$ cat src/source/rv_isa_pkg.sv
package rv_isa_pkg;

  // Instruction field types
  typedef logic [6:0] opcode_t;
  typedef logic [4:0] reg_idx_t;
  typedef logic [2:0] funct3_t;
  typedef logic [6:0] funct7_t;

  // --------------------
  // Major opcodes
  // --------------------
  localparam opcode_t op_lui    = 7'b0110111;
  localparam opcode_t op_jal    = 7'b1101111;
  localparam opcode_t op_branch = 7'b1100011;
  localparam opcode_t op_load   = 7'b0000011;
  localparam opcode_t op_store  = 7'b0100011;
  localparam opcode_t op_imm    = 7'b0010011;
  localparam opcode_t op_reg    = 7'b0110011;
  localparam opcode_t op_system = 7'b1110011;

  // --------------------
  // funct3 codes
  // --------------------
  // Branch conditions
  localparam funct3_t f3_beq = 3'b000;
  localparam funct3_t f3_bne = 3'b001;
  // ALU, same codes for OP and OP-IMM
  localparam funct3_t f3_add = 3'b000;
  localparam funct3_t f3_sll = 3'b001;
  localparam funct3_t f3_slt = 3'b010;
  localparam funct3_t f3_xor = 3'b100;
  localparam funct3_t f3_srl = 3'b101;
  localparam funct3_t f3_or  = 3'b110;
  localparam funct3_t f3_and = 3'b111;
  // Word width, used by both LW and SW
  localparam funct3_t f3_lw  = 3'b010;

  // --------------------
  // funct7 codes
  // --------------------
  localparam funct7_t f7_base = 7'b0000000;
  // Selects SUB over ADD
  localparam funct7_t f7_alt  = 7'b0100000;

  // Full EBREAK word, every field fixed
  localparam logic [31:0] instr_ebreak = 32'h0010_0073;

endpackage

$ cat src/source/rv_core_pkg.sv
package rv_core_pkg;

  // Machine word, also used for addresses and PCs
  typedef logic [31:0] word_t;

  // --------------------
  // ALU operations
  // --------------------
  typedef enum logic [3:0] {
    alu_add,
    alu_sub,
    alu_and,
    alu_or,
    alu_xor,
    alu_sll,
    alu_srl,
    alu_slt,
    // Operand B straight through, for LUI
    alu_pass_b
  } alu_op_e;

  // Write-back source
  typedef enum logic [1:0] {
    res_alu,
    res_mem,
    res_pc4
  } res_src_e;

  // Next PC choice from execute to fetch
  typedef enum logic [1:0] {
    pc_seq,
    pc_target,
    pc_hold
  } next_pc_e;

endpackage

$ cat src/source/rv_fetch.sv
`timescale 1ns/1ns

module rv_fetch
  import rv_core_pkg::*;
#(
  parameter word_t RESET_PC = '0
) (
  input  logic     clk,
  input  logic     rst_n,
  input  next_pc_e next_pc,
  input  word_t    target,
  input  logic     halt_req,
  output word_t    pc,
  output logic     halted,
  output logic     fetch_en
);

  // --------------------
  // PC and halt state
  // --------------------
  always_ff @(posedge clk) begin
    if (!rst_n) begin
      pc     <= RESET_PC;
      halted <= 1'b0;
    end else begin
      // Sticky until the next reset
      if (halt_req) begin
        halted <= 1'b1;
      end
      // Frozen once halted, whatever the memory returns
      if (!halted) begin
        case (next_pc)
          pc_seq:    pc <= pc + 32'd4;
          pc_target: pc <= target;
          default:   pc <= pc;
        endcase
      end
    end
  end

  assign fetch_en = !halted;

  // Targets from execute keep word alignment
  a_pc_aligned: assert property (@(posedge clk) disable iff (!rst_n) pc[1:0] == 2'b00);

endmodule

$ cat src/source/rv_decode.sv
`timescale 1ns/1ns

module rv_decode
  import rv_isa_pkg::*;
  import rv_core_pkg::*;
(
  input  word_t    instr,
  output reg_idx_t rs1,
  output reg_idx_t rs2,
  output reg_idx_t rd,
  output word_t    imm,
  output alu_op_e  alu_op,
  output logic     alu_b_imm,
  output logic     reg_write,
  output logic     mem_read,
  output logic     mem_write,
  output logic     is_branch,
  output logic     branch_ne,
  output logic     is_jal,
  output logic     is_ebreak,
  output logic     illegal,
  output res_src_e res_src
);

  opcode_t opcode;
  funct3_t funct3;
  funct7_t funct7;
  word_t   imm_i;
  word_t   imm_s;
  word_t   imm_b;
  word_t   imm_j;
  word_t   imm_u;
  alu_op_e alu_f3;
  logic    f3_ok;
  logic    is_shift;
  logic    write_rd;

  // Fixed field positions
  assign opcode = instr[6:0];
  assign funct3 = instr[14:12];
  assign funct7 = instr[31:25];
  assign rd     = instr[11:7];
  assign rs1    = instr[19:15];
  assign rs2    = instr[24:20];

  // --------------------
  // Immediate formats
  // --------------------
  assign imm_i = {{20{instr[31]}}, instr[31:20]};
  assign imm_s = {{20{instr[31]}}, instr[31:25], instr[11:7]};
  assign imm_b = {{20{instr[31]}}, instr[7], instr[30:25], instr[11:8], 1'b0};
  assign imm_j = {{12{instr[31]}}, instr[19:12], instr[20], instr[30:21], 1'b0};
  assign imm_u = {instr[31:12], 12'b0};

  // funct3 to ALU op, shared by OP and OP-IMM
  always_comb begin
    f3_ok = 1'b1;
    case (funct3)
      f3_add:  alu_f3 = alu_add;
      f3_sll:  alu_f3 = alu_sll;
      f3_slt:  alu_f3 = alu_slt;
      f3_xor:  alu_f3 = alu_xor;
      f3_srl:  alu_f3 = alu_srl;
      f3_or:   alu_f3 = alu_or;
      f3_and:  alu_f3 = alu_and;
      // SLTU is outside the subset
      default: begin
        alu_f3 = alu_add;
        f3_ok  = 1'b0;
      end
    endcase
  end

  assign is_shift = (funct3 == f3_sll) || (funct3 == f3_srl);

  // --------------------
  // Control
  // --------------------
  always_comb begin
    imm       = '0;
    alu_op    = alu_add;
    alu_b_imm = 1'b0;
    write_rd  = 1'b0;
    mem_read  = 1'b0;
    mem_write = 1'b0;
    is_branch = 1'b0;
    branch_ne = 1'b0;
    is_jal    = 1'b0;
    is_ebreak = 1'b0;
    illegal   = 1'b0;
    res_src   = res_alu;
    case (opcode)
      op_lui: begin
        imm       = imm_u;
        alu_op    = alu_pass_b;
        alu_b_imm = 1'b1;
        write_rd  = 1'b1;
      end
      op_jal: begin
        // Link value comes from the pc+4 path
        imm      = imm_j;
        is_jal   = 1'b1;
        write_rd = 1'b1;
        res_src  = res_pc4;
      end
      op_branch: begin
        imm = imm_b;
        if (funct3 == f3_beq || funct3 == f3_bne) begin
          is_branch = 1'b1;
          branch_ne = (funct3 == f3_bne);
        end else begin
          illegal = 1'b1;
        end
      end
      op_load: begin
        // Address is rs1 + imm through the ALU
        imm       = imm_i;
        alu_b_imm = 1'b1;
        mem_read  = (funct3 == f3_lw);
        write_rd  = (funct3 == f3_lw);
        res_src   = res_mem;
        illegal   = (funct3 != f3_lw);
      end
      op_store: begin
        imm       = imm_s;
        alu_b_imm = 1'b1;
        mem_write = (funct3 == f3_lw);
        illegal   = (funct3 != f3_lw);
      end
      op_imm: begin
        imm       = imm_i;
        alu_op    = alu_f3;
        alu_b_imm = 1'b1;
        write_rd  = 1'b1;
        // shamt shares imm[4:0], upper bits must be zero (no SRAI)
        illegal   = !f3_ok || (is_shift && funct7 != f7_base);
      end
      op_reg: begin
        write_rd = 1'b1;
        if (funct7 == f7_alt && funct3 == f3_add) begin
          alu_op = alu_sub;
        end else begin
          alu_op  = alu_f3;
          illegal = !f3_ok || (funct7 != f7_base);
        end
      end
      op_system: begin
        // ECALL and CSR ops trap
        is_ebreak = (instr == instr_ebreak);
        illegal   = (instr != instr_ebreak);
      end
      default: illegal = 1'b1;
    endcase
  end

  // No write for x0 or for anything that traps
  assign reg_write = write_rd && !illegal && (rd != '0);

endmodule

$ cat src/source/rv_regfile.sv
`timescale 1ns/1ns

module rv_regfile
  import rv_isa_pkg::*;
  import rv_core_pkg::*;
(
  input  logic     clk,
  input  reg_idx_t rs1,
  input  reg_idx_t rs2,
  input  reg_idx_t rd,
  input  word_t    rd_data,
  input  logic     reg_write,
  output word_t    rs1_data,
  output word_t    rs2_data
);

  // x1..x31 only, x0 has no storage
  word_t regs [1:31];

  // Write lands at the edge
  always_ff @(posedge clk) begin
    if (reg_write && rd != '0) begin
      regs[rd] <= rd_data;
    end
  end

  // --------------------
  // Read ports
  // --------------------
  assign rs1_data = (rs1 == '0) ? '0 : regs[rs1];
  assign rs2_data = (rs2 == '0) ? '0 : regs[rs2];

  // Decode already drops writes to x0
  a_no_x0_write: assert property (@(posedge clk) reg_write |-> rd != '0);

endmodule

$ cat src/source/rv_execute.sv
`timescale 1ns/1ns

module rv_execute
  import rv_core_pkg::*;
(
  input  word_t    pc,
  input  word_t    rs1_data,
  input  word_t    rs2_data,
  input  word_t    imm,
  input  alu_op_e  alu_op,
  input  logic     alu_b_imm,
  input  logic     is_branch,
  input  logic     branch_ne,
  input  logic     is_jal,
  input  logic     halt_req,
  output word_t    alu_result,
  output word_t    target,
  output next_pc_e next_pc
);

  word_t alu_b;
  logic  operands_eq;
  logic  branch_taken;

  // Operand B from register or immediate
  assign alu_b = alu_b_imm ? imm : rs2_data;

  // --------------------
  // ALU
  // --------------------
  always_comb begin
    case (alu_op)
      alu_add:    alu_result = rs1_data + alu_b;
      alu_sub:    alu_result = rs1_data - alu_b;
      alu_and:    alu_result = rs1_data & alu_b;
      alu_or:     alu_result = rs1_data | alu_b;
      alu_xor:    alu_result = rs1_data ^ alu_b;
      // Shift amount is the low five bits
      alu_sll:    alu_result = rs1_data << alu_b[4:0];
      alu_srl:    alu_result = rs1_data >> alu_b[4:0];
      alu_slt:    alu_result = {31'b0, $signed(rs1_data) < $signed(alu_b)};
      alu_pass_b: alu_result = alu_b;
      default:    alu_result = '0;
    endcase
  end

  // --------------------
  // Branch and jump
  // --------------------
  // Compare always uses rs2, never the immediate
  assign operands_eq  = (rs1_data == rs2_data);
  assign branch_taken = is_branch && (branch_ne ? !operands_eq : operands_eq);

  // Shared target adder for JAL and branches
  assign target = pc + imm;

  // Halt wins over any redirect
  always_comb begin
    if (halt_req) begin
      next_pc = pc_hold;
    end else if (is_jal || branch_taken) begin
      next_pc = pc_target;
    end else begin
      next_pc = pc_seq;
    end
  end

endmodule

$ cat src/source/rv_core.sv
`timescale 1ns/1ns

module rv_core
  import rv_isa_pkg::*;
  import rv_core_pkg::*;
#(
  parameter word_t RESET_PC = '0
) (
  input  logic       clk,
  input  logic       rst_n,
  // Instruction memory, read only
  output logic       imem_ren,
  output word_t      imem_raddr,
  input  word_t      imem_rdata,
  // Data memory read
  output logic       dmem_ren,
  output word_t      dmem_raddr,
  input  word_t      dmem_rdata,
  // Data memory write
  output logic       dmem_we,
  output word_t      dmem_waddr,
  output word_t      dmem_wdata,
  output logic [3:0] dmem_wstrb,
  // Sticky halt causes
  output logic       ebreak,
  output logic       trap
);

  word_t    pc;
  word_t    pc_plus4;
  logic     halted;
  logic     fetch_en;
  logic     halt_req;
  reg_idx_t rs1;
  reg_idx_t rs2;
  reg_idx_t rd;
  word_t    imm;
  alu_op_e  alu_op;
  logic     alu_b_imm;
  logic     reg_write;
  logic     mem_read;
  logic     mem_write;
  logic     is_branch;
  logic     branch_ne;
  logic     is_jal;
  logic     is_ebreak;
  logic     illegal;
  res_src_e res_src;
  word_t    rs1_data;
  word_t    rs2_data;
  word_t    rd_data;
  word_t    alu_result;
  word_t    target;
  next_pc_e next_pc;

  // --------------------
  // Datapath blocks
  // --------------------
  rv_fetch #(
    .RESET_PC(RESET_PC)
  ) fetch_i (
    .clk     (clk),
    .rst_n   (rst_n),
    .next_pc (next_pc),
    .target  (target),
    .halt_req(halt_req),
    .pc      (pc),
    .halted  (halted),
    .fetch_en(fetch_en)
  );

  rv_decode decode_i (
    .instr    (imem_rdata),
    .rs1      (rs1),
    .rs2      (rs2),
    .rd       (rd),
    .imm      (imm),
    .alu_op   (alu_op),
    .alu_b_imm(alu_b_imm),
    .reg_write(reg_write),
    .mem_read (mem_read),
    .mem_write(mem_write),
    .is_branch(is_branch),
    .branch_ne(branch_ne),
    .is_jal   (is_jal),
    .is_ebreak(is_ebreak),
    .illegal  (illegal),
    .res_src  (res_src)
  );

  // Halted core writes nothing back
  rv_regfile regfile_i (
    .clk      (clk),
    .rs1      (rs1),
    .rs2      (rs2),
    .rd       (rd),
    .rd_data  (rd_data),
    .reg_write(reg_write && fetch_en),
    .rs1_data (rs1_data),
    .rs2_data (rs2_data)
  );

  rv_execute execute_i (
    .pc        (pc),
    .rs1_data  (rs1_data),
    .rs2_data  (rs2_data),
    .imm       (imm),
    .alu_op    (alu_op),
    .alu_b_imm (alu_b_imm),
    .is_branch (is_branch),
    .branch_ne (branch_ne),
    .is_jal    (is_jal),
    .halt_req  (halt_req),
    .alu_result(alu_result),
    .target    (target),
    .next_pc   (next_pc)
  );

  assign halt_req = is_ebreak || illegal;
  assign pc_plus4 = pc + 32'd4;

  // Write-back select
  always_comb begin
    case (res_src)
      res_mem: rd_data = dmem_rdata;
      res_pc4: rd_data = pc_plus4;
      default: rd_data = alu_result;
    endcase
  end

  // --------------------
  // Memory ports
  // --------------------
  assign imem_ren   = fetch_en;
  assign imem_raddr = pc;

  // Loads and stores share the ALU address
  assign dmem_ren   = mem_read && fetch_en;
  assign dmem_raddr = alu_result;
  assign dmem_we    = mem_write && fetch_en;
  assign dmem_waddr = alu_result;
  assign dmem_wdata = rs2_data;
  // word stores only
  assign dmem_wstrb = {4{dmem_we}};

  // Halt cause, caught on the first halting cycle only
  always_ff @(posedge clk) begin
    if (!rst_n) begin
      ebreak <= 1'b0;
      trap   <= 1'b0;
    end else begin
      ebreak <= ebreak || (is_ebreak && !halted);
      trap   <= trap || (illegal && !halted);
    end
  end

  // One instruction is never both a load and a store
  a_mem_exclusive: assert property (@(posedge clk) disable iff (!rst_n) !(dmem_we && dmem_ren));

endmodule

$ cat config.mk
export PLATFORM = sky130hd
export DESIGN_NAME = rv_core
export DESIGN_NICKNAME = d
export VERILOG_FILES = /design/src/source/rv_isa_pkg.sv /design/src/source/rv_core_pkg.sv /design/src/source/rv_fetch.sv /design/src/source/rv_decode.sv /design/src/source/rv_regfile.sv /design/src/source/rv_execute.sv /design/src/source/rv_core.sv
export SDC_FILE = /design/constraint.sdc
export NUM_CORES = 2
export LEC_CHECK = 0
export BUFFER_PORTS_ARGS = -buffer_cell sky130_fd_sc_hd__clkbuf_2
export CORE_UTILIZATION = 25
export CTS_CLUSTER_SIZE = 14
export DETAILED_ROUTE_END_ITERATION = 7
export GPL_TIMING_DRIVEN = 0
export PLACE_DENSITY = 0.42
export SYNTH_ARGS = -nofsm -noshare
export SYNTH_HDL_FRONTEND = slang
export SYNTH_SLANG_ARGS = --single-unit
$ cat constraint.sdc
create_clock -name clk -period 18.7 [get_ports clk]
set_input_delay 0.935 -clock clk [delete_from_list [all_inputs] [get_ports clk]]
set_output_delay 0.935 -clock clk [all_outputs]
set_load 0.02 [all_outputs]
==> impl_metrics.py <==
metrics = {
    "run_status": {
        "outcome": "complete, but fails checks",
        "violations": "max-capacitance violations, max-slew violations",
    },
    "power_and_ir_drop": {
        "p_leak_nw": 24.58,
        "vdd_drop_max_v": 0.00008327,
        "powerDensity_nw_per_um2": 102.4,
    },
    "sta": {
        "hold_viol_final": 0,
        "tns_ps": 0,
        "setup_viol": 0,
        "layout_min_cycle_time_ps": 12680,
        "period_share_pct": 67.83,
        "worst_slack_ps": 6016,
        "max_slew_margin_pct": -10.20,
        "maxSlewViolCount": 257,
        "rsz0062_at_grt": "no",
        "max_freq_mhz": 78.84,
        "skew_ps": 92.38,
        "tightest_slew_ps": 1653,
    },
    "cts": {
        "cts_tree": "done",
        "insertion_delay_ps": 800,
        "postCtsSetupBuffers": 0,
        "cts.sinks": 1027,
        "ctsHtreeMaxLevel": 3,
        "cts_resized": 0,
        "holdBufCountCts": 0,
        "cts_made_buffers": 114,
        "path_clk_slew_ps": 60,
        "cts_buffer_depth": 3,
        "cts-root-buf": "clkbuf_16",
    },
    "synth": {
        "syn_area_um2": 60210,
        "synth_most_common_cell": "edfxtp_1",
        "syn_inst": 4496,
        "synth_top_area_share_pct": 49.47,
        "postSynthAreaPerCell_um2": 13.39,
        "synthArstFlopShare_pct": 0,
        "synth_top_area_cell": "edfxtp_1",
        "syn_nets": 4701,
        "synth_ff_type": "edfxtp_1",
        "synth_area_leaders": "edfxtp_1 (49%), mux4_2 (16%), mux2i_1 (3.7%)",
        "ys_types": 103,
        "synth_seq_area_share_pct": 50.63,
        "synth_common_cells": "edfxtp_1 (992), mux4_2 (418), nor2_1 (291)",
        "ys_warn_count": 0,
        "synth_edf_count": 992,
        "ys_ff_latch": 1027,
    },
    "floorplanning": {
        "dieArea_um2": 242800,
        "start_util_pct": 25.22,
        "die_y_um": 492.8,
        "die_w_um": 492.8,
        "fp.coreArea_um2": 238700,
        "io_pins": 203,
        "fp-row-count": 179,
    },
    "hold_path": {
        "worstHoldStart": "trap",
        "worstHoldPathType": "reg -> reg",
    },
    "grt": {
        "antenna_found_initial": 18,
        "grt_pass1_vias": 46504,
        "overflow": 0,
        "track_usage_pct": 27.73,
        "grt_pass1_wl_um": 449300,
        "grt_max_degree": 32,
    },
    "worst_setup_path": {
        "slowest_stage": "a2111oi_0",
        "r2r-start": "regfile_i.regs[19][3]",
        "crit_required_ps": 17770,
        "start_kind": "primary input",
        "startpoint": "imem_rdata[21]",
        "cp.arrival_ps": 11750,
        "crit_type": "in -> out",
        "end_kind": "primary output",
        "crit_fanout": 11,
        "critPathMaxStageDelay_ps": 1210,
    },
    "route": {
        "top_layer_used": "met5",
        "met3_length_um": 32990,
        "first_iter_violations": 7765,
        "vias_per_cell": 6.004,
        "drt-met1-wl_um": 140200,
        "dr_wl_met2_um": 150900,
        "wl_per_cell_um": 42.33,
        "vias": 49112,
        "routed_wl_um": 346200,
        "first_pass_iters": 8,
        "drc": 0,
        "final_antenna_net_count": 0,
    },
    "finish": {
        "drive_gt1_share_pct": 25.71,
        "area_growth_pct": 18.52,
        "finalInstanceArea_um2": 71370,
        "nets": 5113,
    },
    "placed_design": {
        "io_buffers": 191,
        "routabilityCongestion": 0.9788,
        "placed_area_um2": 67640,
        "post-place-ws_ps": 6424,
        "dp.final_hpwl_um": 254300,
    },
    "flow_run": {
        "cap_violations": 19,
    },
}
-- report_power, final --
group / switching [mW] / leakage (nW) / total, mW / internal, mW
logic: 1.58 / 13.6 / 2.15 / 0.572
registers: 0.00384 / 9.19 / 2.84 / 2.84
clock network: 1.03 / 1.83 / 2.31 / 1.28
-- worst paths after layout --
check | to | slack, ps | cells past startpoint
hold reg to reg | trap | 540 | 2
setup / recovery | dmem_waddr[26] | 6020 | 25
hold / removal | trap | 540 | 2
setup reg to reg | regfile_i.regs[1][30] | 8620 | 21
-- cells by family after synthesis --
family,after synthesis,share of synthesized area (%)
AOI/OAI and AO/OA,1089,12.57
DFF,1027,50.63
and+or+nand+nor,920,7.329
muxes,703,20.50
buffers and inverters,512,4.497
adders and majority gates,139,2.926
xor gates and xnor gates,106,1.542
-- layout make-up --
class / count / area, µm²
Fill cell: 24180 / 167400
Sequential cell: 1027 / 30490
Multi-Input combinational cell: 2957 / 27580
Tap cell: 3167 / 3963
Clock buffer: 136 / 2935
Timing Repair Buffer: 296 / 2884
Buffer: 365 / 2176
Clock inverter: 78 / 767.0
Inverter: 147 / 551.8
Antenna cell: 7 / 17.52
-- metal layers --
metal	GRT usage, %	vias to the layer above
li1	-	18883
met1	36.86	26076
met2	42.20	3461
met3	5.706	686
met4	14.97	6
met5	0	-
-- sequential cells by signal, indices dropped and copies added, names as in the netlist --
register,flops
fetch_i.pc,32
regfile_i.regs,992
ebreak,1
trap,1
fetch_i.halted,1
-- cells in the final DEF (no fill, tap or decap), types with 78 or more instances in the layout --
master,n
edfxtp_1,992
nor2_1,257
mux2i_1,223
a211oi_1,82
nand2_1,261
xnor2_1,78
mux4_2,418
o21ai_0,159
ha_1,136
a21oi_1,231
clkbuf_1,170
clkbuf_16,114
clkbuf_2,204
inv_1,140
-- worst max-delay path: cells and delay by family --
kind	cells	cell delay [ps]
muxes	1	410
buffers and inverters	10	4440
adders and majority gates	1	220
AOI/OAI and AO/OA	8	3820
and+or+nand+nor	4	1580
xor gates and xnor gates	1	270
-- metrics by stage --
step / std cells / power [mW] / hold slack, ps / util, %
CTS: 8173 / 7.234 / 524.7 / 29.88
global placement: 7854 / 4.891 / 505.7 / 27.28
finish: 8180 / 7.307 / 541.0 / 29.89
global route: 8173 / 7.424 / 549.6 / 29.88
detailed placement: 7959 / 4.964 / 507.8 / 28.33
floorplan: 4496 / 3.926 / 565.2 / -
Note: power is estimated with default switching activity, not from simulation.
